<file path="config.mk">
export PLATFORM = sky130hd
export DESIGN_NAME = icache_way
export DESIGN_NICKNAME = d
export VERILOG_FILES = /design/src/icache_pkg.sv /design/src/icache_way.sv
export SDC_FILE = /design/constraint.sdc
export NUM_CORES = 2
export LEC_CHECK = 0
export BUFFER_PORTS_ARGS = -buffer_cell sky130_fd_sc_hd__buf_4
export CAP_MARGIN = 20
export CORE_AREA = 2 2 422 424
export CTS_CLUSTER_SIZE = 40
export DETAILED_ROUTE_END_ITERATION = 8
export DIE_AREA = 0 0 424 426
export MAX_ROUTING_LAYER = met4
export PLACE_DENSITY = 0.75
export SLEW_MARGIN = 20
export SYNTH_ARGS = -nofsm -noshare
export SYNTH_HDL_FRONTEND = slang
export SYNTH_SLANG_ARGS = --single-unit
</file>
<file path="constraint.sdc">
create_clock -name clk_i -period 1.5 [get_ports clk_i]
set_input_delay 0.075 -clock clk_i [delete_from_list [all_inputs] [get_ports clk_i]]
set_output_delay 0.075 -clock clk_i [all_outputs]
set_load 0.02 [all_outputs]
</file>
<file path="src/icache_pkg.sv">
package icache_pkg;

    // ----------------------------------------------------------------------
    // cache geometry
    // ----------------------------------------------------------------------
    localparam int unsigned ADDR_W     = 32;
    localparam int unsigned FETCH_W    = 32;
    localparam int unsigned LINE_BEATS = 4;
    localparam int unsigned NUM_SETS   = 16;

    // derived widths
    localparam int unsigned LINE_W     = FETCH_W * LINE_BEATS;
    localparam int unsigned OFFSET_W   = $clog2(LINE_W / 8);
    localparam int unsigned WORD_LSB   = $clog2(FETCH_W / 8);
    localparam int unsigned INDEX_W    = $clog2(NUM_SETS);
    localparam int unsigned TAG_W      = ADDR_W - INDEX_W - OFFSET_W;
    localparam int unsigned BEAT_W     = $clog2(LINE_BEATS);

    typedef logic [ADDR_W-1:0]  addr_t;
    typedef logic [FETCH_W-1:0] fetch_t;
    typedef logic [LINE_W-1:0]  line_t;
    typedef logic [TAG_W-1:0]   tag_t;
    typedef logic [INDEX_W-1:0] index_t;
    typedef logic [BEAT_W-1:0]  beat_t;

    // ----------------------------------------------------------------------
    // port structs
    // ----------------------------------------------------------------------
    // core fetch request
    typedef struct packed {
        logic  req;
        addr_t addr;
    } fetch_req_t;

    // core fetch response, valid is a single cycle pulse
    typedef struct packed {
        logic   ready;
        logic   valid;
        fetch_t data;
    } fetch_rsp_t;

    // line refill request, addr is line aligned
    typedef struct packed {
        logic  valid;
        addr_t addr;
    } refill_req_t;

    // refill response beats
    typedef struct packed {
        logic   gnt;
        logic   rvalid;
        logic   rlast;
        fetch_t data;
    } refill_rsp_t;

    // read-out of one way
    typedef struct packed {
        logic  valid;
        tag_t  tag;
        line_t line;
    } way_rd_t;

    typedef enum logic [2:0] {
        FLUSH,
        IDLE,
        TAG_CMP,
        REFILL_REQ,
        REFILL_DATA,
        REDO,
        TAG_CMP_SAVED
    } ctrl_state_e;

endpackage
</file>
<file path="src/icache_way.sv">
`timescale 1ns/1ps

module icache_way import icache_pkg::*; (
    input  logic    clk_i,
    input  logic    rst_ni,
    input  logic    req_i,
    input  logic    we_i,
    input  logic    flush_i,
    input  index_t  index_i,
    input  tag_t    tag_i,
    input  fetch_t  wbeat_i,
    input  beat_t   beat_i,
    output way_rd_t rd_o,
    output logic    hit_o
);

    // ----------------------------------------------------------------------
    // storage
    // ----------------------------------------------------------------------
    logic [NUM_SETS-1:0] valid_q;
    tag_t                tag_mem  [NUM_SETS];
    line_t               line_mem [NUM_SETS];

    // registered read port
    logic                vld_rd_q;
    tag_t                tag_rd_q;
    line_t               line_rd_q;

    // last refill beat completes the line
    logic                last_beat;

    assign last_beat = (beat_i == beat_t'(LINE_BEATS - 1));

    // valid bits, cleared by the flush walk one set per cycle
    always_ff @(posedge clk_i or negedge rst_ni) begin
        if (!rst_ni) begin
            valid_q <= '0;
        end else if (flush_i) begin
            valid_q[index_i] <= 1'b0;
        end else if (req_i && we_i && last_beat) begin
            valid_q[index_i] <= 1'b1;
        end
    end

    // tag and line arrays
    always_ff @(posedge clk_i) begin
        if (req_i && we_i) begin
            // each beat fills one quarter of the line
            line_mem[index_i][beat_i*FETCH_W +: FETCH_W] <= wbeat_i;
            if (last_beat) begin
                tag_mem[index_i] <= tag_i;
            end
        end
    end

    // read valid flag, kept at zero until the first read
    always_ff @(posedge clk_i or negedge rst_ni) begin
        if (!rst_ni) begin
            vld_rd_q <= 1'b0;
        end else if (req_i && !we_i) begin
            vld_rd_q <= valid_q[index_i];
        end
    end

    // tag and line read data, one cycle after the request
    always_ff @(posedge clk_i) begin
        if (req_i && !we_i) begin
            tag_rd_q  <= tag_mem[index_i];
            line_rd_q <= line_mem[index_i];
        end
    end

    assign rd_o.valid = vld_rd_q;
    assign rd_o.tag   = tag_rd_q;
    assign rd_o.line  = line_rd_q;

    // the controller holds the lookup tag on tag_i
    assign hit_o = vld_rd_q && (tag_rd_q == tag_i);

endmodule

</file>
==> results.sh <==
export IMPL_synth_cell_types=30
export IMPL_synth_top_family_by_area="multiplexers"
export IMPL_fillers=9760
export IMPL_layout_common_cells="2584 x edfxtp_1, 763 x mux4_2, 372 x buf_12, 292 x buf_4, 237 x clkbuf_16"
export IMPL_timing_final_ws_setup_ns=-1.11
export IMPL_netlist_area_um2=97900
export IMPL_wl_per_cell_um=35.9
export IMPL_min_path_type="input pin to register"
export IMPL_routed_via_density=6.57
export IMPL_floorplan_die_area_um2=181000
export IMPL_area_growth_pct=23.7
export IMPL_drc=0
export IMPL_synth_compound_area_share_pct=0.152
export IMPL_post_place_ws_ns=-0.788
export IMPL_yosysTopAreaCell="edfxtp_1"
export IMPL_first_pass_iters=5
export IMPL_pwr_share_clk_pct=41.7
export IMPL_cts_root_buf="clkbuf_16"
export IMPL_grt_max_degree=48
export IMPL_grt_pass1_wl_mm=378
export IMPL_maxCapViolCount=0
export IMPL_synth_seq_area_share_pct=79.7
export IMPL_start_util_pct=55.7
export IMPL_ant_nets=0
export IMPL_setup_viol=282
export IMPL_violations="negative setup slack"
export IMPL_finalInstanceArea_um2=121000
export IMPL_final_util_pct=68.9
export IMPL_final_nets=4877
export IMPL_synthCells=3867
export IMPL_crit_path_start_kind="register"
export IMPL_cp_arrival_ns=2.54
export IMPL_drv_slew=0
export IMPL_h_tree_depth=4
export IMPL_path_max_fanout=2
export IMPL_cts_sinks=2601
export IMPL_worstPathRequired_ns=1.42
export IMPL_fin_crit_sh_pct=174
export IMPL_drive_gt1_share_pct=40.8
export IMPL_run_status="finished, violations left"
export IMPL_synth_fp_nets=3939
export IMPL_fmax_mhz=383
export IMPL_p_switching_mw=31.6
export IMPL_rsz0062_at_grt="yes"
export IMPL_critical_path_class="register to output port"
export IMPL_place_congestion=0.824
export IMPL_clk_path_buf_depth=3
export IMPL_muxShareOfSynthArea_pct=17.6
export IMPL_postPlaceCellArea_um2=112000
export IMPL_synth_top_cell_area_share_pct=79.2
export IMPL_dp_hpwl_mm=146
export IMPL_leakage_nw=34.1
export IMPL_switching_share_pct=21.1
export IMPL_gr_total_overflow=0
export IMPL_ys_seq_elements=2601
export IMPL_synthXorXnorAreaFrac_pct=0.215
export IMPL_die_x_um=424
export IMPL_cts_tree="yes"
export IMPL_clk_latency_ns=0.91
export IMPL_io_pins=221
export IMPL_intPower_mw=119
export IMPL_die_h_um=426
export IMPL_port_buffers=220
export IMPL_rows=154
export IMPL_min_period_ns=2.61
export IMPL_seqPwrFrac_pct=53.5
export IMPL_cts_clk_slew_worst_paths_ns=0.07
export IMPL_grt_pass1_vias=50200
export IMPL_cp_end_kind="output port"
export IMPL_synth_area_top_cells="edfxtp_1 79%, mux4_2 18%, and2_1 0.82%"
export IMPL_routed_via_count=48600
export IMPL_drt_wl_total_mm=265
export IMPL_grt_use_total_pct=30.9
export IMPL_cts_buffers=237
export IMPL_synth_adder_area_share_pct=0.0639
export IMPL_slew_headroom_pct=45.5
export IMPL_worst_pin_slew_ns=0.815
export IMPL_yosysWarningCount=0
export IMPL_hold_violations=0
export IMPL_avgSynthCellArea_um2=25.3
export IMPL_pwr_share_comb_pct=4.8
export IMPL_peakVddDrop_mv=1.04
export IMPL_drtIter0Drc=6912
export IMPL_skew_ns=0.0601
export IMPL_antenna_found_initial=23
export IMPL_power_density_nw_per_um2=1240
export IMPL_final_common_cell="edfxtp_1"
export IMPL_core_um2=176000
export IMPL_synthSimpleGateAreaFrac_pct=1.36
-- path summary, 6_finish.rpt --
| kind | from | end | slack, ns | cells after the start |
|---|---|---|---|---|
| setup / recovery | tag_rd_q[15] | hit_o | -1.11 | 5 |
| hold reg to reg | register | register | 0.49 | 1 |
| min in group asynchronous | rst_ni | async pin | 0.50 | 3 |
| max in group asynchronous | rst_ni | vld_rd_q | 0.44 | 3 |
| hold / removal | index_i[1] | register | 0.08 | 6 |
| setup reg to reg | tag_mem[3][0] | tag_rd_q[0] | -0.29 | 2 |
-- layout make-up --
| cell class | count | area [um2] | area share [%] |
|---|---|---|---|
| inverters | 9 | 33.8 | 0.0279 |
| clock buffers | 275 | 6070 | 5.01 |
| diodes | 47 | 118 | 0.0971 |
| well taps | 2340 | 2930 | 2.42 |
| repair buffers | 896 | 12200 | 10.1 |
| clock inverters | 171 | 1950 | 1.61 |
| flip-flops and latches | 2601 | 78000 | 64.4 |
| multi-input cells | 1060 | 19800 | 16.4 |
-- through the flow --
step | power (mW) | setup TNS (ns) | hold WS [ns] | instances
floorplan | 85.3 | -1316.08 | -0.221 | 3867
global placement | 88.4 | -1478.91 | -0.0450 | 6833
detailed placement | 88.6 | -1557.11 | -0.0447 | 6833
CTS | 150 | -42.50 | 0.00677 | 7346
global route | 153 | -43.18 | 0.0502 | 7379
finish | 150 | -34.98 | 0.0766 | 7399
-- critical path: stages (launching register included) --
cell	delay, ns
edfxtp_1	0.51
xor2_1	0.24
nor3_2	0.33
nand3_4	0.15
nor4_4	0.23
buf_4	0.18
-- sequential cells by signal, summed over array words and instances (netlist names), named ones only --
name	count
tag_mem	384
line_mem	2048
tag_rd_q	24
vld_rd_q	1
line_rd_q	128
-- power by group through the flow --
stage	logic (mW)	clock network (mW)	registers [mW]
floorplan	3.43	0	81.9
global placement	6.59	0	81.8
detailed placement	6.75	0	81.8
CTS	7.11	63.0	80.3
global route	7.45	65.6	80.3
finish	7.18	62.7	80.3
-- logic make-up (layout without fill, tap and decap cells) --
group	after synthesis	in the layout
xor+xnor	24	24
compound gates	19	19
other cells	0	47
fa+ha+maj	5	5
mux	765	765
simple gates	247	247
buf+inv	206	1351
flops	2601	2601
-- layer usage --
layer | wire length, um | global-route usage (%)
met3 | 25500 | 6.55
met4 | 14900 | 16.0
met5 | 0 | -
met2 | 134000 | 48.9
met1 | 90700 | 38.0
-- repair_timing --
action	in CTS	in global routing
setup endpoints to repair	307	316
pin swaps	3	3
endpoints found under the hold margin	3077	0
setup buffers	9	12
resized for setup	170	12
hold buffers	67	0
-- synthesized netlist by cell type --
master and n:
edfxtp_1 2584, a2bb2oi_1 6, a21oi_1 1, o221ai_1 1, o21ai_0 1, dfrtp_1 17
buf_4 15, and2_1 128, nand3_1 22, nor3b_1 4, xnor2_1 9, nand3b_1 1
nand2_1 11, ha_1 5, buf_2 66, nor3_1 2, nor2_2 1, nand4_1 3
o32a_1 1, mux4_2 763, nor2_1 66, inv_1 9, o21a_1 9, xor2_1 15
nor2b_1 5, clkbuf_1 88, mux2i_1 2, nor4_1 4, buf_1 21, buf_6 7
No activity file was read; power rests on OpenSTA's default activity.
