--- config.mk ---
export PLATFORM = sky130hd
export DESIGN_NAME = icache_ctrl
export DESIGN_NICKNAME = d
export VERILOG_FILES = /design/src/icache_pkg.sv /design/src/icache_ctrl.sv
export SDC_FILE = /design/constraint.sdc
export NUM_CORES = 1
export LEC_CHECK = 0
export BUFFER_PORTS_ARGS = -buffer_cell sky130_fd_sc_hd__buf_2
export CAP_MARGIN = 10
export CORE_AREA = 4 4 95 97
export CTS_CLUSTER_DIAMETER = 80
export CTS_CLUSTER_SIZE = 10
export DETAILED_ROUTE_END_ITERATION = 10
export DIE_AREA = 0 0 99 101
export GPL_TIMING_DRIVEN = 0
export PLACE_DENSITY = 0.7
export SYNTH_ARGS = -nofsm -noshare
export SYNTH_HDL_FRONTEND = slang
export SYNTH_SLANG_ARGS = --single-unit
--- constraint.sdc ---
create_clock -name clk_i -period 4.05 [get_ports clk_i]
set_input_delay 0 -clock clk_i [delete_from_list [all_inputs] [get_ports clk_i]]
set_output_delay 0 -clock clk_i [all_outputs]
set_load 0.1 [all_outputs]
--- src/icache_pkg.sv ---
package icache_pkg;

    // ----------------------------------------------------------------------
    // cache geometry
    // ----------------------------------------------------------------------
    localparam int unsigned ADDR_W     = 32;
    localparam int unsigned FETCH_W    = 32;
    localparam int unsigned LINE_BEATS = 4;
    localparam int unsigned NUM_SETS   = 16;

    // derived widths
    localparam int unsigned LINE_W     = FETCH_W * LINE_BEATS;
    localparam int unsigned OFFSET_W   = $clog2(LINE_W / 8);
    localparam int unsigned WORD_LSB   = $clog2(FETCH_W / 8);
    localparam int unsigned INDEX_W    = $clog2(NUM_SETS);
    localparam int unsigned TAG_W      = ADDR_W - INDEX_W - OFFSET_W;
    localparam int unsigned BEAT_W     = $clog2(LINE_BEATS);

    typedef logic [ADDR_W-1:0]  addr_t;
    typedef logic [FETCH_W-1:0] fetch_t;
    typedef logic [LINE_W-1:0]  line_t;
    typedef logic [TAG_W-1:0]   tag_t;
    typedef logic [INDEX_W-1:0] index_t;
    typedef logic [BEAT_W-1:0]  beat_t;

    // ----------------------------------------------------------------------
    // port structs
    // ----------------------------------------------------------------------
    // core fetch request
    typedef struct packed {
        logic  req;
        addr_t addr;
    } fetch_req_t;

    // core fetch response, valid is a single cycle pulse
    typedef struct packed {
        logic   ready;
        logic   valid;
        fetch_t data;
    } fetch_rsp_t;

    // line refill request, addr is line aligned
    typedef struct packed {
        logic  valid;
        addr_t addr;
    } refill_req_t;

    // refill response beats
    typedef struct packed {
        logic   gnt;
        logic   rvalid;
        logic   rlast;
        fetch_t data;
    } refill_rsp_t;

    // read-out of one way
    typedef struct packed {
        logic  valid;
        tag_t  tag;
        line_t line;
    } way_rd_t;

    typedef enum logic [2:0] {
        FLUSH,
        IDLE,
        TAG_CMP,
        REFILL_REQ,
        REFILL_DATA,
        REDO,
        TAG_CMP_SAVED
    } ctrl_state_e;

endpackage
--- src/icache_ctrl.sv ---
`timescale 1ns/1ps

module icache_ctrl import icache_pkg::*; #(
    parameter int unsigned NumWays = 4
) (
    input  logic               clk_i,
    input  logic               rst_ni,
    input  logic               flush_i,
    input  fetch_req_t         fetch_req_i,
    output fetch_rsp_t         fetch_rsp_o,
    output logic               miss_o,
    output refill_req_t        refill_req_o,
    input  refill_rsp_t        refill_rsp_i,
    output logic [NumWays-1:0] array_req_o,
    output logic [NumWays-1:0] array_we_o,
    output index_t             index_o,
    output tag_t               wtag_o,
    output fetch_t             wbeat_o,
    output beat_t              beat_o,
    output logic               flush_o,
    input  logic               any_hit_i,
    input  fetch_t             hit_word_i,
    input  logic [NumWays-1:0] victim_i,
    output logic               lfsr_step_o
);

    ctrl_state_e        state_d, state_q;
    addr_t              addr_d, addr_q;
    logic [NumWays-1:0] victim_d, victim_q;
    beat_t              beat_d, beat_q;
    index_t             flush_cnt_d, flush_cnt_q;
    logic               flush_pend_d, flush_pend_q;

    // new request taken this cycle
    logic               accept;
    logic               flush_req;

    // a flush is either arriving now or still waiting
    assign flush_req = flush_i || flush_pend_q;

    // ----------------------------------------------------------------------
    // next state logic
    // ----------------------------------------------------------------------
    always_comb begin
        state_d           = state_q;
        victim_d          = victim_q;
        beat_d            = beat_q;
        flush_cnt_d       = flush_cnt_q;
        flush_pend_d      = flush_pend_q || flush_i;
        accept            = 1'b0;
        fetch_rsp_o.ready = 1'b0;
        fetch_rsp_o.valid = 1'b0;
        miss_o            = 1'b0;
        lfsr_step_o       = 1'b0;
        array_req_o       = '0;
        array_we_o        = '0;
        refill_req_o.valid = 1'b0;
        flush_o           = 1'b0;

        case (state_q)
            // walk all sets and clear their valid bits
            FLUSH: begin
                flush_o     = 1'b1;
                flush_cnt_d = flush_cnt_q + 1'b1;
                if (flush_cnt_q == index_t'(NUM_SETS - 1)) begin
                    state_d = IDLE;
                end
            end
            IDLE: begin
                if (flush_req) begin
                    state_d      = FLUSH;
                    flush_pend_d = 1'b0;
                    flush_cnt_d  = '0;
                end else begin
                    fetch_rsp_o.ready = 1'b1;
                    if (fetch_req_i.req) begin
                        accept  = 1'b1;
                        state_d = TAG_CMP;
                    end
                end
            end
            // read data of all ways is on the merge now
            TAG_CMP, TAG_CMP_SAVED: begin
                if (any_hit_i) begin
                    fetch_rsp_o.valid = 1'b1;
                    state_d           = IDLE;
                    // overlap the next lookup unless a flush waits
                    if (!flush_req) begin
                        fetch_rsp_o.ready = 1'b1;
                        if (fetch_req_i.req) begin
                            accept  = 1'b1;
                            state_d = TAG_CMP;
                        end
                    end
                end else begin
                    // count only the first lookup of a request
                    miss_o      = (state_q == TAG_CMP);
                    lfsr_step_o = 1'b1;
                    victim_d    = victim_i;
                    state_d     = REFILL_REQ;
                end
            end
            // hold the burst request until the memory grants it
            REFILL_REQ: begin
                refill_req_o.valid = 1'b1;
                if (refill_rsp_i.gnt) begin
                    beat_d  = '0;
                    state_d = REFILL_DATA;
                end
            end
            // write each beat into the victim way
            REFILL_DATA: begin
                if (refill_rsp_i.rvalid) begin
                    array_req_o = victim_q;
                    array_we_o  = victim_q;
                    beat_d      = beat_q + 1'b1;
                    if (refill_rsp_i.rlast) begin
                        state_d = REDO;
                    end
                end
            end
            // read the refilled set again
            REDO: begin
                array_req_o = '1;
                state_d     = TAG_CMP_SAVED;
            end
            default: state_d = IDLE;
        endcase

        // a new lookup reads all ways
        if (accept) begin
            array_req_o = '1;
        end
    end

    assign addr_d = accept ? fetch_req_i.addr : addr_q;

    // ----------------------------------------------------------------------
    // array side
    // ----------------------------------------------------------------------
    always_comb begin
        if (state_q == FLUSH) begin
            index_o = flush_cnt_q;
        end else if (accept) begin
            index_o = fetch_req_i.addr[OFFSET_W +: INDEX_W];
        end else begin
            index_o = addr_q[OFFSET_W +: INDEX_W];
        end
    end

    // beat number while refilling, word offset for the merge otherwise
    assign beat_o  = (state_q == REFILL_DATA) ? beat_q : addr_q[WORD_LSB +: BEAT_W];
    assign wtag_o  = addr_q[ADDR_W-1 -: TAG_W];
    assign wbeat_o = refill_rsp_i.data;

    assign fetch_rsp_o.data  = hit_word_i;
    assign refill_req_o.addr = {addr_q[ADDR_W-1:OFFSET_W], {OFFSET_W{1'b0}}};

    // ----------------------------------------------------------------------
    // registers
    // ----------------------------------------------------------------------
    always_ff @(posedge clk_i or negedge rst_ni) begin
        if (!rst_ni) begin
            state_q      <= FLUSH;
            victim_q     <= '0;
            beat_q       <= '0;
            flush_cnt_q  <= '0;
            flush_pend_q <= 1'b0;
        end else begin
            state_q      <= state_d;
            victim_q     <= victim_d;
            beat_q       <= beat_d;
            flush_cnt_q  <= flush_cnt_d;
            flush_pend_q <= flush_pend_d;
        end
    end

    // saved fetch address
    always_ff @(posedge clk_i) begin
        addr_q <= addr_d;
    end

    // refill request held with a stable address until granted
    refill_hold: assert property (
        @(posedge clk_i) disable iff (!rst_ni)
        refill_req_o.valid && !refill_rsp_i.gnt
            |=> refill_req_o.valid && $stable(refill_req_o.addr)
    ) else $error("refill request dropped or changed before gnt");

endmodule

==> impl_metrics.ini <==
[clocking]
cts_tree = yes
clk_latency_ps = 290
cts_max_path_buffers = 2
htree_levels = 2
cts_buffers = 5
cts_sinks = 44
cts_root_buf = clkbuf_8
path_clk_slew_ps = 80

[cells_and_area]
nFillCells = 727
final_nets = 587
n_antenna_cell = 0
drive_above_1_share_pct = 66.3
postLayoutCellArea_mm2 = 0.00419
area_growth_pct = 53.7

[timing]
tightestPinTransition_ps = 1120
finalSetupViolCount = 0
rsz0062_at_grt = no
setup_ws_ps = 1700
slew_headroom_pct = 25.1
timing.final.crit_share_pct = 58.1
timing.final.hold_violations = 0
drv_slew = 0
fmax_ghz = 0.425
finalCriticalPeriod_ps = 2350
tns_ps = 0
clock_skew_ps = 6.25

[place]
place_area_mm2 = 0.00375
io_buffers = 177
dp_slack_ps = 1630
finalWeightedCongestion = 0.785
dp_hpwl_mm = 5.85

[critical_path]
r2r_cells = 3
endpoint_kind = flop
rr_startpoint = flush_pend_q
r2r_setup_slack_ps = 1700
critical_path_class = flop to flop
path_max_fanout = 30
worstSetupStartpointType = flop
startpoint = flush_pend_q
crit_end = addr_q[8]
timing.rr.end = addr_q[8]
cp_data_arrival_time_ps = 2260
cp.required_ps = 3950

[global_route]
grt_first_pass_wirelength_mm = 11.2
overflow = 0
grtUsageTotal_pct = 13.7
grt_max_degree = 31
grt_pass1_vias = 2363
antenna_found_initial = 0

[power_and_ir_drop]
finalPower_mw = 2.56
cellInternalPower_mw = 1.04
combPwrFrac_pct = 65.1
p_clk_share_pct = 9.7
p_seq_share_pct = 25.2
switchingPower_mw = 1.53
max-vdd-ir-drop_mv = 0.483
swShare_pct = 59.5
power_density_mw_per_mm2 = 611
leakagePower_nw = 2.22

[hold_path]
hold_start = flush_i
hp-class = input port to flop

[die]
coreArea_mm2 = 0.00813
fp.dieH_um = 101
core.rowCount = 33
dieWidth_um = 99
dieArea_mm2 = 0.0100
start_util_pct = 33.5
ioPinCount = 248

[drt]
drc = 0
drt_iter0_drc = 29
routed_wl_mm = 7.34
vias = 2395
ant_nets = 0
via_per_inst = 4.11
wire_per_inst_um = 12.6
dr.pass1.iters = 4

[synth]
syn_area_mm2 = 0.00273
yosys-top-cells-area = buf_4, edfxtp_1, dfrtp_1
ys_ff_latch = 44
yosysWarnings = 0
synth_cells = 255
ys_seq_area_share_pct = 45.9
syn_avg_cell_area_um2 = 10.7
synth_area_leader_cell = buf_4
synth_top_area_share_pct = 33.0
synth.distinct_cells = 36

[job]
drv_cap = 0

[outcome]
status = finished clean
==> power by group through the flow <==
stage / Clock, mW / Sequential, mW / Combinational [mW]
floorplan: 0 / 0.635 / 1.44
global placement: 0 / 0.652 / 1.64
detailed placement: 0 / 0.656 / 1.65
CTS: 0.263 / 0.646 / 1.68
global route: 0.288 / 0.660 / 1.74
finish: 0.248 / 0.647 / 1.67
==> worst max-delay path: stages (launching register included) <==
cell and delay [ps]:
dfrtp_1 390, or3b_2 460, o21bai_4 260, inv_1 850
==> synthesized netlist by cell type <==
cell type,count
a21oi_1,10
a22oi_1,1
a31oi_1,3
and3_1,4
and3b_1,1
buf_2,2
buf_4,120
buf_6,1
clkbuf_1,1
conb_1,1
dfrtp_1,14
edfxtp_1,30
ha_1,1
inv_1,4
inv_2,1
mux2_2,6
mux2i_1,5
nand2_1,11
nand2b_1,1
nand3_1,3
nand4_1,2
nand4b_1,1
nor2_1,10
nor2b_1,1
nor3_1,2
nor3b_2,2
o21a_1,1
o21ai_0,7
o21bai_1,1
o21bai_4,1
o2bb2ai_1,1
o31ai_1,1
or2_2,1
or3_1,1
or3b_2,1
xor2_1,2
==> routing by layer <==
metal  wire length (um)  vias up  share of wire, %  GRT usage (%)
li1                   -     1176                 -              -
met1               2490     1077                34           14.1
met2               4030      131                55           26.5
met3                708       11               9.6           4.36
met4                114        0               1.6           3.89
met5                  0        -                 0              0
==> logic make-up (layout without fill, tap and decap cells) <==
kind of cell	count (synthesis)	after routing	synth area share, %
AO/OA/AOI/OAI	26	26	5.92
XOR/XNOR	2	2	0.643
adder cells (fa/ha/maj)	1	1	0.459
buffers and inverters	129	349	34.6
flip-flops	44	44	45.9
multiplexers	11	11	4.31
other	1	4	0.138
AND/OR/NAND/NOR	41	41	7.99
==> registers in the layout, summed over array words and instances (netlist names) <==
signal,flops
beat_q,2
flush_pend_q,1
victim_q,4
addr_q,30
flush_cnt_q,4
state_q,3
==> metrics by stage <==
stage,instances,utilization [%],hold WS (ps)
after floorplan,258,-,-296
after global placement,540,46.2,-81.5
after detailed placement,540,46.2,-83.4
after CTS,583,51.5,10.2
after global routing,583,51.5,23.6
final,583,51.5,18.2
==> cell usage in the layout (no fill, tap or decap), types with 4 or more instances in the layout <==
cell type,count
buf_2,179
buf_4,120
dlygate4sd3_1,36
edfxtp_1,30
dfrtp_1,14
nand2_1,11
nor2_1,10
a21oi_1,10
o21ai_0,7
mux2_2,6
mux2i_1,5
clkbuf_8,5
inv_1,4
and3_1,4
conb_1,4
==> layout make-up <==
class / instances / area, um2 / area share [%]
timing repair buffer: 213 / 1250 / 29.7
multi-input combinational: 85 / 542 / 12.9
clock buffer: 5 / 68.8 / 1.64
clock inverter: 2 / 7.51 / 0.179
buffer: 124 / 926 / 22.1
sequential: 44 / 1250 / 29.9
inverter: 5 / 18.8 / 0.448
tap: 105 / 131 / 3.13
==> worst min-delay path by stage <==
stage / end / slack [ps] / cells past startpoint
2_1_floorplan: beat_q[0] / -300 / 0
3_3_place_gp: flush_pend_q / -80 / 1
3_5_place_dp: flush_pend_q / -80 / 1
4_1_cts: flush_pend_q / 10 / 3
5_1_grt: flush_pend_q / 20 / 3
6_report: flush_pend_q / 20 / 3
==> what timing repair did <==
item | 4_1_cts | 5_1_grt
setup endpoints to repair | 0 | 0
hold buffers | 36 | 0
gates resized for setup | 0 | 0
buffers inserted | 0 | 0
endpoints found under the hold margin | 49 | 0
No activity file was read; power rests on OpenSTA's default activity.
