<file path="config.mk">
export PLATFORM = sky130hd
export DESIGN_NAME = way_merge
export DESIGN_NICKNAME = d
export VERILOG_FILES = /design/src/icache_pkg.sv /design/src/way_merge.sv
export SDC_FILE = /design/constraint.sdc
export NUM_CORES = 1
export LEC_CHECK = 0
export BUFFER_PORTS_ARGS = -buffer_cell sky130_fd_sc_hd__buf_2
export CORE_AREA = 2 2 258 260
export DETAILED_ROUTE_END_ITERATION = 7
export DIE_AREA = 0 0 260 262
export PLACE_DENSITY = 0.32
export SLEW_MARGIN = 20
export SYNTH_ARGS = -nofsm -noshare
export SYNTH_HDL_FRONTEND = slang
export SYNTH_SLANG_ARGS = --single-unit
</file>
<file path="constraint.sdc">
create_clock -name clk_i -period 4 [get_ports clk_i]
set_input_delay 0.6 -clock clk_i [delete_from_list [all_inputs] [get_ports clk_i]]
set_output_delay 0.6 -clock clk_i [all_outputs]
set_load 0.02 [all_outputs]
</file>
<file path="src/icache_pkg.sv">
package icache_pkg;

    // ----------------------------------------------------------------------
    // cache geometry
    // ----------------------------------------------------------------------
    localparam int unsigned ADDR_W     = 32;
    localparam int unsigned FETCH_W    = 32;
    localparam int unsigned LINE_BEATS = 4;
    localparam int unsigned NUM_SETS   = 16;

    // derived widths
    localparam int unsigned LINE_W     = FETCH_W * LINE_BEATS;
    localparam int unsigned OFFSET_W   = $clog2(LINE_W / 8);
    localparam int unsigned WORD_LSB   = $clog2(FETCH_W / 8);
    localparam int unsigned INDEX_W    = $clog2(NUM_SETS);
    localparam int unsigned TAG_W      = ADDR_W - INDEX_W - OFFSET_W;
    localparam int unsigned BEAT_W     = $clog2(LINE_BEATS);

    typedef logic [ADDR_W-1:0]  addr_t;
    typedef logic [FETCH_W-1:0] fetch_t;
    typedef logic [LINE_W-1:0]  line_t;
    typedef logic [TAG_W-1:0]   tag_t;
    typedef logic [INDEX_W-1:0] index_t;
    typedef logic [BEAT_W-1:0]  beat_t;

    // ----------------------------------------------------------------------
    // port structs
    // ----------------------------------------------------------------------
    // core fetch request
    typedef struct packed {
        logic  req;
        addr_t addr;
    } fetch_req_t;

    // core fetch response, valid is a single cycle pulse
    typedef struct packed {
        logic   ready;
        logic   valid;
        fetch_t data;
    } fetch_rsp_t;

    // line refill request, addr is line aligned
    typedef struct packed {
        logic  valid;
        addr_t addr;
    } refill_req_t;

    // refill response beats
    typedef struct packed {
        logic   gnt;
        logic   rvalid;
        logic   rlast;
        fetch_t data;
    } refill_rsp_t;

    // read-out of one way
    typedef struct packed {
        logic  valid;
        tag_t  tag;
        line_t line;
    } way_rd_t;

    typedef enum logic [2:0] {
        FLUSH,
        IDLE,
        TAG_CMP,
        REFILL_REQ,
        REFILL_DATA,
        REDO,
        TAG_CMP_SAVED
    } ctrl_state_e;

endpackage
</file>
<file path="src/way_merge.sv">
`timescale 1ns/1ps

module way_merge import icache_pkg::*; #(
    parameter int unsigned NumWays = 4
) (
    input  logic                        clk_i,
    input  logic                        rst_ni,
    input  way_rd_t [NumWays-1:0]       rd_i,
    input  logic    [NumWays-1:0]       hit_i,
    input  beat_t                       offset_i,
    input  logic                        lfsr_step_i,
    output logic                        any_hit_o,
    output fetch_t                      hit_word_o,
    output logic    [NumWays-1:0]       victim_o
);

    localparam int unsigned WAY_IDX_W = $clog2(NumWays);

    fetch_t [NumWays-1:0] sel_word;
    logic   [NumWays-1:0] way_valid;
    logic   [7:0]         lfsr_q;
    logic                 all_valid;

    // ----------------------------------------------------------------------
    // hit data
    // ----------------------------------------------------------------------
    for (genvar w = 0; w < NumWays; w++) begin : g_sel
        assign sel_word[w]  = hit_i[w] ? rd_i[w].line[offset_i*FETCH_W +: FETCH_W] : '0;
        assign way_valid[w] = rd_i[w].valid;
    end

    // at most one way hits, so OR is enough
    always_comb begin
        hit_word_o = '0;
        for (int w = 0; w < NumWays; w++) begin
            hit_word_o |= sel_word[w];
        end
    end

    assign any_hit_o = |hit_i;
    assign all_valid = &way_valid;

    // ----------------------------------------------------------------------
    // replacement
    // ----------------------------------------------------------------------
    // lowest invalid way first, random way when the set is full
    always_comb begin
        victim_o = '0;
        if (all_valid) begin
            victim_o[lfsr_q[WAY_IDX_W-1:0]] = 1'b1;
        end else begin
            for (int w = NumWays - 1; w >= 0; w--) begin
                if (!way_valid[w]) begin
                    victim_o = '0;
                    victim_o[w] = 1'b1;
                end
            end
        end
    end

    // 8-bit maximal length LFSR, x^8 + x^6 + x^5 + x^4 + 1
    // only steps when the random choice was used
    always_ff @(posedge clk_i or negedge rst_ni) begin
        if (!rst_ni) begin
            lfsr_q <= 8'hA5;
        end else if (lfsr_step_i && all_valid) begin
            lfsr_q <= {lfsr_q[6:0], lfsr_q[7] ^ lfsr_q[5] ^ lfsr_q[4] ^ lfsr_q[3]};
        end
    end

    // a line lives in at most one way
    hit_onehot: assert property (
        @(posedge clk_i) disable iff (!rst_ni) $onehot0(hit_i)
    ) else $error("more than one way hit");

endmodule

</file>
==> impl_metrics.xml, run 1 <==
<?xml version="1.0" encoding="UTF-8"?>
<metrics>
  <group name="power">
    <metric name="sequentialPowerShare" unit="%">7.4</metric>
    <metric name="cell_internal_pwr" unit="mW">0.672</metric>
    <metric name="switching_share" unit="%">38.9</metric>
    <metric name="combPwrFrac" unit="%">77.7</metric>
    <metric name="p_sw" unit="mW">0.428</metric>
    <metric name="peakVddDrop" unit="uV">67.6</metric>
    <metric name="clock_power_share" unit="%">14.9</metric>
    <metric name="leakagePower" unit="nW">3.69</metric>
    <metric name="cellPowerDensity" unit="mW/mm2">135</metric>
  </group>
  <group name="sta">
    <metric name="layout_worst_path_cycle_share" unit="%">75.6</metric>
    <metric name="setup_viols_final" unit="">0</metric>
    <metric name="grt_setup_unrepaired" unit="">false</metric>
    <metric name="maxSlewViolCount" unit="">0</metric>
    <metric name="worst_slew_margin_rel" unit="%">43.1</metric>
    <metric name="fin_skew" unit="ns">0.00282</metric>
    <metric name="tightestPinTransition" unit="ns">0.853</metric>
    <metric name="min_tclk_post_route" unit="ns">3.02</metric>
    <metric name="holdWs" unit="ns">0.212</metric>
    <metric name="totalNegativeSetupSlack" unit="ns">0</metric>
    <metric name="max_freq" unit="GHz">0.331</metric>
    <metric name="post_route_worst_setup_slack" unit="ns">0.976</metric>
    <metric name="final-hold-violation-count" unit="">0</metric>
  </group>
  <group name="yosys">
    <metric name="synthFlopType" unit="">dfstp_2</metric>
    <metric name="most_area_hungry_cell_type_in_the_yosys_netlist" unit="">mux4_2</metric>
    <metric name="yosysWarningCount" unit="">0</metric>
    <metric name="area_fraction_of_the_dominant_cell_type_after_synthesis" unit="%">68.4</metric>
    <metric name="synth_top_cells_by_area" unit="">mux4_2, nand2_1, nand4_1</metric>
    <metric name="synth_edf_count" unit="">0</metric>
    <metric name="ys_async_sr_fraction" unit="%">100</metric>
    <metric name="yosysSeqAreaShare" unit="%">4.87</metric>
    <metric name="post_synth_inst_count" unit="">364</metric>
    <metric name="netlist_area" unit="mm2">0.00422</metric>
    <metric name="postSynthRegisterBits" unit="">8</metric>
    <metric name="syn_nets" unit="">985</metric>
    <metric name="syn_area_per_cell" unit="um2">11.6</metric>
    <metric name="yosysUniqueCellTypes" unit="">22</metric>
  </group>
  <group name="floorplanning">
    <metric name="die_width" unit="um">260</metric>
    <metric name="design.core.area" unit="mm2">0.0653</metric>
    <metric name="io-pin-count" unit="">658</metric>
    <metric name="initial_utilization" unit="%">6.46</metric>
    <metric name="core.rowCount" unit="">94</metric>
    <metric name="die_area" unit="mm2">0.0681</metric>
    <metric name="die_h" unit="um">262</metric>
  </group>
  <group name="worst_setup_path">
    <metric name="worstPathCellList" unit="">buf_8 &gt; buf_4 &gt; mux4_2 &gt; nand2_1 &gt; nand4_1 &gt; buf_2</metric>
    <metric name="cp.arrival" unit="ns">2.42</metric>
    <metric name="worst_setup_path_end_kind" unit="">output port</metric>
    <metric name="path_max_fanout" unit="">39</metric>
    <metric name="critical_path.startpoint_type" unit="">input port</metric>
    <metric name="critical_path_required" unit="ns">3.40</metric>
    <metric name="biggest_cell_delay_along_the_critical_path" unit="ns">0.53</metric>
    <metric name="cpMaxStageDelayCell" unit="">mux4_2</metric>
    <metric name="start_to_end_type_of_the_worst_setup_path" unit="">input port to output port</metric>
  </group>
  <group name="run">
    <metric name="max_cap_violations" unit="">0</metric>
  </group>
  <group name="place">
    <metric name="placedCellCount" unit="">1767</metric>
    <metric name="placement.io_buffers" unit="">561</metric>
    <metric name="post_dp_hpwl" unit="mm">30.8</metric>
    <metric name="preCtsSetupSlack" unit="ns">0.957</metric>
    <metric name="globalplace.congestion" unit="">0.852</metric>
  </group>
  <group name="global_routing">
    <metric name="antenna_found_initial" unit="">16</metric>
    <metric name="largest_net_degree_at_the_start_of_global_routing" unit="">41</metric>
    <metric name="globalRouteOverflowTotal" unit="">0</metric>
    <metric name="grt_pass1_vias" unit="">6670</metric>
    <metric name="grt.total_usage" unit="%">9.48</metric>
    <metric name="grt_pass1_wl" unit="mm">46.2</metric>
  </group>
  <group name="cts">
    <metric name="ctsHoldBuffers" unit="">0</metric>
    <metric name="clock-root-buffer" unit="">clkbuf_16</metric>
    <metric name="postCtsSetupBuffers" unit="">0</metric>
    <metric name="cts_buffers" unit="">3</metric>
    <metric name="cts-htree-levels" unit="">1</metric>
    <metric name="tritoncts_clock_tree" unit="">yes</metric>
    <metric name="ctsLongestPathBuffers" unit="">2</metric>
    <metric name="clock_insertion_delay_at_the_later_pin_of_the_skew_report" unit="ns">0.23</metric>
    <metric name="clk_pin_slew" unit="ns">0.04</metric>
    <metric name="clock-sinks" unit="">8</metric>
    <metric name="post_cts_resize_count" unit="">0</metric>
  </group>
  <group name="drt">
    <metric name="drt_iter0_drc" unit="">233</metric>
    <metric name="via_count" unit="">5998</metric>
    <metric name="drt-vias-per-instance" unit="">3.38</metric>
    <metric name="post_drt_wl_per_cell" unit="um">19.5</metric>
    <metric name="ant_nets" unit="">0</metric>
    <metric name="drt-total-wl" unit="mm">34.6</metric>
    <metric name="detailedRoute.firstPassIterationCount" unit="">4</metric>
    <metric name="detail_route.drc_violations" unit="">0</metric>
  </group>
  <group name="min_path">
    <metric name="hold_path_class" unit="">input port to async pin</metric>
  </group>
  <group name="layout">
    <metric name="commonest_non_fill_non_tap_cells_in_the_layout" unit="">buf_2, nand2_1, mux4_2, nand4_1, buf_4</metric>
    <metric name="n_fill_cell" unit="">7563</metric>
    <metric name="final_common_cell" unit="">buf_2</metric>
    <metric name="synthToLayoutAreaGrowth" unit="%">93.1</metric>
    <metric name="finalNonFillerCells" unit="">1774</metric>
    <metric name="post_route_cells_drive_above_1_share" unit="%">80.0</metric>
    <metric name="largest_register_ffs" unit="">8</metric>
    <metric name="top_regs" unit="">lfsr_q x8</metric>
    <metric name="regMostFlops" unit="">lfsr_q</metric>
    <metric name="count_of_nets_after_finishing" unit="">1529</metric>
  </group>
  <group name="run_status">
    <metric name="status" unit="">complete, no violations</metric>
  </group>
</metrics>
-- power by group through the flow --
stage / clock network, mW / logic (mW) / registers, mW
finish: 0.164 / 0.854 / 0.0816
global route: 0.177 / 0.928 / 0.0815
CTS: 0.170 / 0.879 / 0.0815
detailed placement: 0 / 0.876 / 0.0825
global placement: 0 / 0.872 / 0.0825
floorplan: 0 / 0.433 / 0.0825
-- cell type report --
| type | instances | area [um2] | share of cell area, % |
|---|---|---|---|
| clock buffers | 3 | 75.1 | 0.923 |
| well taps | 864 | 1080 | 13.3 |
| flip-flops and latches | 8 | 205 | 2.52 |
| multi-input cells | 312 | 3760 | 46.2 |
| inverters | 1 | 3.75 | 0.0461 |
| repair buffers | 582 | 3010 | 36.9 |
| diodes | 4 | 10.0 | 0.123 |
-- per-stage QoR --
stage,instance area (um2),util [%],total power [mW]
after CTS,8130,12.5,1.13
final,8140,12.5,1.10
after global routing,8130,12.5,1.19
after floorplan,4220,-,0.515
after global placement,8050,12.3,0.955
after detailed placement,8050,12.3,0.958
-- cells by family (layout without fill, tap and decap cells) --
logic type                count (synthesis)  in the layout  share of synthesized area [%]
buffers and inverters                    44            586                           6.03
xor gates and xnor gates                  3              3                          0.623
AOI/OAI and AO/OA                         4              4                          0.623
and+or+nand+nor                         169            169                           17.3
other                                     0              4                              0
muxes                                   136            136                           70.5
DFF                                       8              8                           4.87
-- critical path: cells and delay by family --
family / cells / cell delay (ns)
buf+inv: 3 / 0.91
simple gates: 2 / 0.33
mux: 1 / 0.53
-- cell usage after synthesis, types with 2 or more instances --
master    number
buf_4          8
buf_2         11
dfrtp_1        4
mux2_2         8
buf_6          6
mux4_2       128
and3_1         2
nand2_1      131
dfstp_2        4
buf_1          4
clkbuf_1      14
nand3_1        2
nand4_1       32
xnor2_1        2
-- worst paths after layout --
check | cells past startpoint | from | slack [ns] | to
setup / recovery | 6 | offset_i[0] | 0.98 | hit_word_o[3]
hold / removal | 1 | rst_ni | 0.21 | lfsr_q[4]
setup reg to reg | 3 | lfsr_q[5] | 2.91 | lfsr_q[0]
hold reg to reg | 1 | lfsr_q[6] | 0.51 | lfsr_q[6]
max in group asynchronous | 1 | rst_ni | 3.54 | lfsr_q[0]
min in group clk_i | 1 | lfsr_q[6] | 0.51 | lfsr_q[6]
-- metal layers --
layer	up-vias	track usage, %	wire length, um
met3	39	2.15	3070
met2	419	18.0	17700
li1	2611	-	-
met4	8	1.55	575
met1	2921	10.9	13200
met5	-	0	53
(Power assumes the default switching activity.)
==> run 2, diff against run 1 <==
--- a/config.mk
+++ b/config.mk
@@ -5,11 +5,12 @@
 export SDC_FILE = /design/constraint.sdc
 export NUM_CORES = 1
 export LEC_CHECK = 0
+export ABC_AREA = 1
 export BUFFER_PORTS_ARGS = -buffer_cell sky130_fd_sc_hd__buf_2
-export CORE_AREA = 2 2 258 260
+export CORE_AREA = 2 2 255 257
 export DETAILED_ROUTE_END_ITERATION = 7
-export DIE_AREA = 0 0 260 262
-export PLACE_DENSITY = 0.32
+export DIE_AREA = 0 0 257 259
+export PLACE_DENSITY = 0.38
 export SLEW_MARGIN = 20
 export SYNTH_ARGS = -nofsm -noshare
 export SYNTH_HDL_FRONTEND = slang
==> constraint.sdc (replaced) <==
create_clock -name clk_i -period 3.1 [get_ports clk_i]
set_input_delay 0.465 -clock clk_i [delete_from_list [all_inputs] [get_ports clk_i]]
set_output_delay 0.465 -clock clk_i [all_outputs]
set_load 0.02 [all_outputs]
==> run 2 against run 1 <==
Die area shrank 2.3%. Power grew 79%. Via count grew 90%. Cell count grew 82%. Sequential share of layout area shrank 0.75 points. Critical endpoint is now hit_word_o[11]. Highest routed layer unchanged.
==> impl_metrics.xml, run 2 <==
<?xml version="1.0" encoding="UTF-8"?>
<metrics>
  <group name="run_status">
    <metric name="status" unit="">complete, no violations</metric>
  </group>
  <group name="sta">
    <metric name="final-hold-violation-count" unit="">0</metric>
    <metric name="fin_skew" unit="ns">0.00278</metric>
    <metric name="totalNegativeSetupSlack" unit="ns">0</metric>
    <metric name="min_tclk_post_route" unit="ns">2.50</metric>
    <metric name="holdWs" unit="ns">0.0731</metric>
    <metric name="layout_worst_path_cycle_share" unit="%">80.6</metric>
    <metric name="maxSlewViolCount" unit="">0</metric>
    <metric name="grt_setup_unrepaired" unit="">false</metric>
    <metric name="worst_slew_margin_rel" unit="%">45.7</metric>
    <metric name="setup_viols_final" unit="">0</metric>
    <metric name="tightestPinTransition" unit="ns">0.815</metric>
    <metric name="max_freq" unit="GHz">0.400</metric>
  </group>
  <group name="cts">
    <metric name="post_cts_resize_count" unit="">0</metric>
    <metric name="ctsHoldBuffers" unit="">0</metric>
    <metric name="cts-htree-levels" unit="">1</metric>
    <metric name="clock-root-buffer" unit="">clkbuf_16</metric>
    <metric name="clk_pin_slew" unit="ns">0.04</metric>
    <metric name="clock-sinks" unit="">8</metric>
    <metric name="postCtsSetupBuffers" unit="">0</metric>
    <metric name="tritoncts_clock_tree" unit="">yes</metric>
    <metric name="ctsLongestPathBuffers" unit="">2</metric>
    <metric name="cts_buffers" unit="">3</metric>
    <metric name="clock_insertion_delay_at_the_later_pin_of_the_skew_report" unit="ns">0.23</metric>
  </group>
  <group name="drt">
    <metric name="via_count" unit="">11400</metric>
    <metric name="post_drt_wl_per_cell" unit="um">14.7</metric>
    <metric name="drt-total-wl" unit="mm">47.3</metric>
    <metric name="detailedRoute.firstPassIterationCount" unit="">5</metric>
    <metric name="drt_iter0_drc" unit="">548</metric>
    <metric name="detail_route.drc_violations" unit="">0</metric>
    <metric name="ant_nets" unit="">0</metric>
    <metric name="drt-vias-per-instance" unit="">3.54</metric>
  </group>
  <group name="yosys">
    <metric name="post_synth_inst_count" unit="">1853</metric>
    <metric name="postSynthRegisterBits" unit="">8</metric>
    <metric name="synth_edf_count" unit="">0</metric>
    <metric name="synth_top_cells_by_area" unit="">nand2_1, inv_1, nand3_1</metric>
    <metric name="yosysUniqueCellTypes" unit="">19</metric>
    <metric name="area_fraction_of_the_dominant_cell_type_after_synthesis" unit="%">42.6</metric>
    <metric name="synth.cells.most_frequent" unit="">nand2_1, inv_1, nand3_1</metric>
    <metric name="netlist_area" unit="mm2">0.00773</metric>
    <metric name="ys_async_sr_fraction" unit="%">100</metric>
    <metric name="synthFlopType" unit="">dfstp_2</metric>
    <metric name="syn_area_per_cell" unit="um2">4.17</metric>
    <metric name="most_area_hungry_cell_type_in_the_yosys_netlist" unit="">nand2_1</metric>
    <metric name="yosysSeqAreaShare" unit="%">2.65</metric>
    <metric name="yosysWarningCount" unit="">0</metric>
    <metric name="syn_nets" unit="">2474</metric>
    <metric name="yosys.cell_count.top_type" unit="">nand2_1</metric>
  </group>
  <group name="layout">
    <metric name="final_common_cell" unit="">nand2_1</metric>
    <metric name="count_of_nets_after_finishing" unit="">2984</metric>
    <metric name="n_fill_cell" unit="">7928</metric>
    <metric name="post_route_cells_drive_above_1_share" unit="%">26.1</metric>
    <metric name="synthToLayoutAreaGrowth" unit="%">49.6</metric>
    <metric name="largest_register_ffs" unit="">8</metric>
    <metric name="commonest_non_fill_non_tap_cells_in_the_layout" unit="">nand2_1, inv_1, buf_2, nand3_1, buf_4</metric>
    <metric name="top_regs" unit="">lfsr_q x8</metric>
    <metric name="regMostFlops" unit="">lfsr_q</metric>
  </group>
  <group name="global_routing">
    <metric name="largest_net_degree_at_the_start_of_global_routing" unit="">86</metric>
    <metric name="antenna_found_initial" unit="">9</metric>
    <metric name="globalRouteOverflowTotal" unit="">0</metric>
    <metric name="grt.total_usage" unit="%">13.6</metric>
    <metric name="grt_pass1_wl" unit="mm">68.5</metric>
    <metric name="grt_pass1_vias" unit="">11000</metric>
  </group>
  <group name="worst_setup_path">
    <metric name="start_to_end_type_of_the_worst_setup_path" unit="">input port to output port</metric>
    <metric name="critical_path_required" unit="ns">2.63</metric>
    <metric name="path_max_fanout" unit="">39</metric>
    <metric name="cp.arrival" unit="ns">2.03</metric>
    <metric name="worst_setup_path_end_kind" unit="">output port</metric>
    <metric name="critical_path.startpoint_type" unit="">input port</metric>
  </group>
  <group name="power">
    <metric name="leakagePower" unit="nW">8.55</metric>
    <metric name="clock_power_share" unit="%">10.9</metric>
    <metric name="peakVddDrop" unit="uV">144</metric>
    <metric name="sequentialPowerShare" unit="%">8.7</metric>
    <metric name="combPwrFrac" unit="%">80.4</metric>
    <metric name="switching_share" unit="%">52.4</metric>
    <metric name="cellPowerDensity" unit="mW/mm2">170</metric>
    <metric name="cell_internal_pwr" unit="mW">0.939</metric>
    <metric name="p_sw" unit="mW">1.03</metric>
  </group>
  <group name="place">
    <metric name="post_dp_hpwl" unit="mm">40.1</metric>
    <metric name="placement.io_buffers" unit="">561</metric>
    <metric name="globalplace.congestion" unit="">0.874</metric>
  </group>
  <group name="floorplanning">
    <metric name="die_area" unit="mm2">0.0666</metric>
    <metric name="io-pin-count" unit="">658</metric>
    <metric name="design.core.area" unit="mm2">0.0639</metric>
    <metric name="core.rowCount" unit="">93</metric>
    <metric name="die_width" unit="um">257</metric>
    <metric name="initial_utilization" unit="%">12.1</metric>
    <metric name="die_h" unit="um">259</metric>
  </group>
  <group name="min_path">
    <metric name="hold_path_class" unit="">input port to async pin</metric>
  </group>
  <group name="run">
    <metric name="max_cap_violations" unit="">0</metric>
  </group>
</metrics>
-- run 2: worst max-delay path, cell delays in order --
cell and delay [ns]:
buf_8 0.14, inv_8 0.18, buf_12 0.24, buf_4 0.18, nand2_1 0.05, nand3_1 0.06
nand2_1 0.08, nand2_1 0.13, nand2_1 0.16, inv_1 0.09, nand2_1 0.05, buf_2 0.16
-- run 2: final cells by class --
cell class | count | area [um2] | area share [%]
diodes | 4 | 10.0 | 0.0865
inverters | 586 | 2210 | 19.1
well taps | 855 | 1070 | 9.25
clock buffers | 3 | 75.1 | 0.649
flip-flops and latches | 8 | 205 | 1.77
multi-input cells | 1157 | 4700 | 40.6
repair buffers | 607 | 3290 | 28.5
-- run 2: power groups by stage --
stage	Clock (mW)	Combinational [mW]	Sequential, mW
finish	0.215	1.58	0.171
global route	0.227	1.81	0.177
CTS	0.221	1.64	0.172
detailed placement	0	1.63	0.173
global placement	0	1.63	0.172
floorplan	0	0.868	0.165
-- run 2: worst paths after layout --
| path | startpoint | end | slack [ns] | cells after the start |
|---|---|---|---|---|
| max in group asynchronous | rst_ni | lfsr_q[2] | 2.78 | 1 |
| worst min-delay path | rst_ni | lfsr_q[1] | 0.07 | 1 |
| min in group clk_i | lfsr_q[6] | lfsr_q[6] | 0.47 | 2 |
| worst max-delay path | offset_i[0] | hit_word_o[11] | 0.60 | 12 |
| worst min register to register | lfsr_q[6] | lfsr_q[6] | 0.47 | 2 |
| worst max register to register | lfsr_q[5] | lfsr_q[0] | 2.03 | 4 |
-- run 2: logic make-up after synthesis --
logic type / after synthesis / share of synthesized area, %
AOI/OAI and AO/OA: 11 / 0.744
xor gates and xnor gates: 2 / 0.227
buffers and inverters: 688 / 36.5
DFF: 8 / 2.65
and+or+nand+nor: 1144 / 59.8
-- run 2: metrics by stage --
stage / instance area (um2) / setup slack (ns) / utilization [%] / std cells / power, mW
5_1_grt: 11600 / 0.386 / 18.1 / 3219 / 2.22
3_3_place_gp: 11500 / 0.470 / 18.0 / 3213 / 1.80
2_1_floorplan: 7730 / 1.28 / - / 1853 / 1.03
4_1_cts: 11600 / 0.476 / 18.1 / 3216 / 2.03
6_report: 11600 / 0.602 / 18.1 / 3220 / 1.97
3_5_place_dp: 11500 / 0.477 / 18.0 / 3213 / 1.80
-- run 2: layer usage --
layer / up-vias / wire length, um / track usage (%)
li1: 6173 / - / -
met1: 4796 / 22200 / 18.3
met2: 385 / 21500 / 22.9
met3: 34 / 2750 / 2.00
met4: 2 / 913 / 2.76
met5: - / 8 / 0
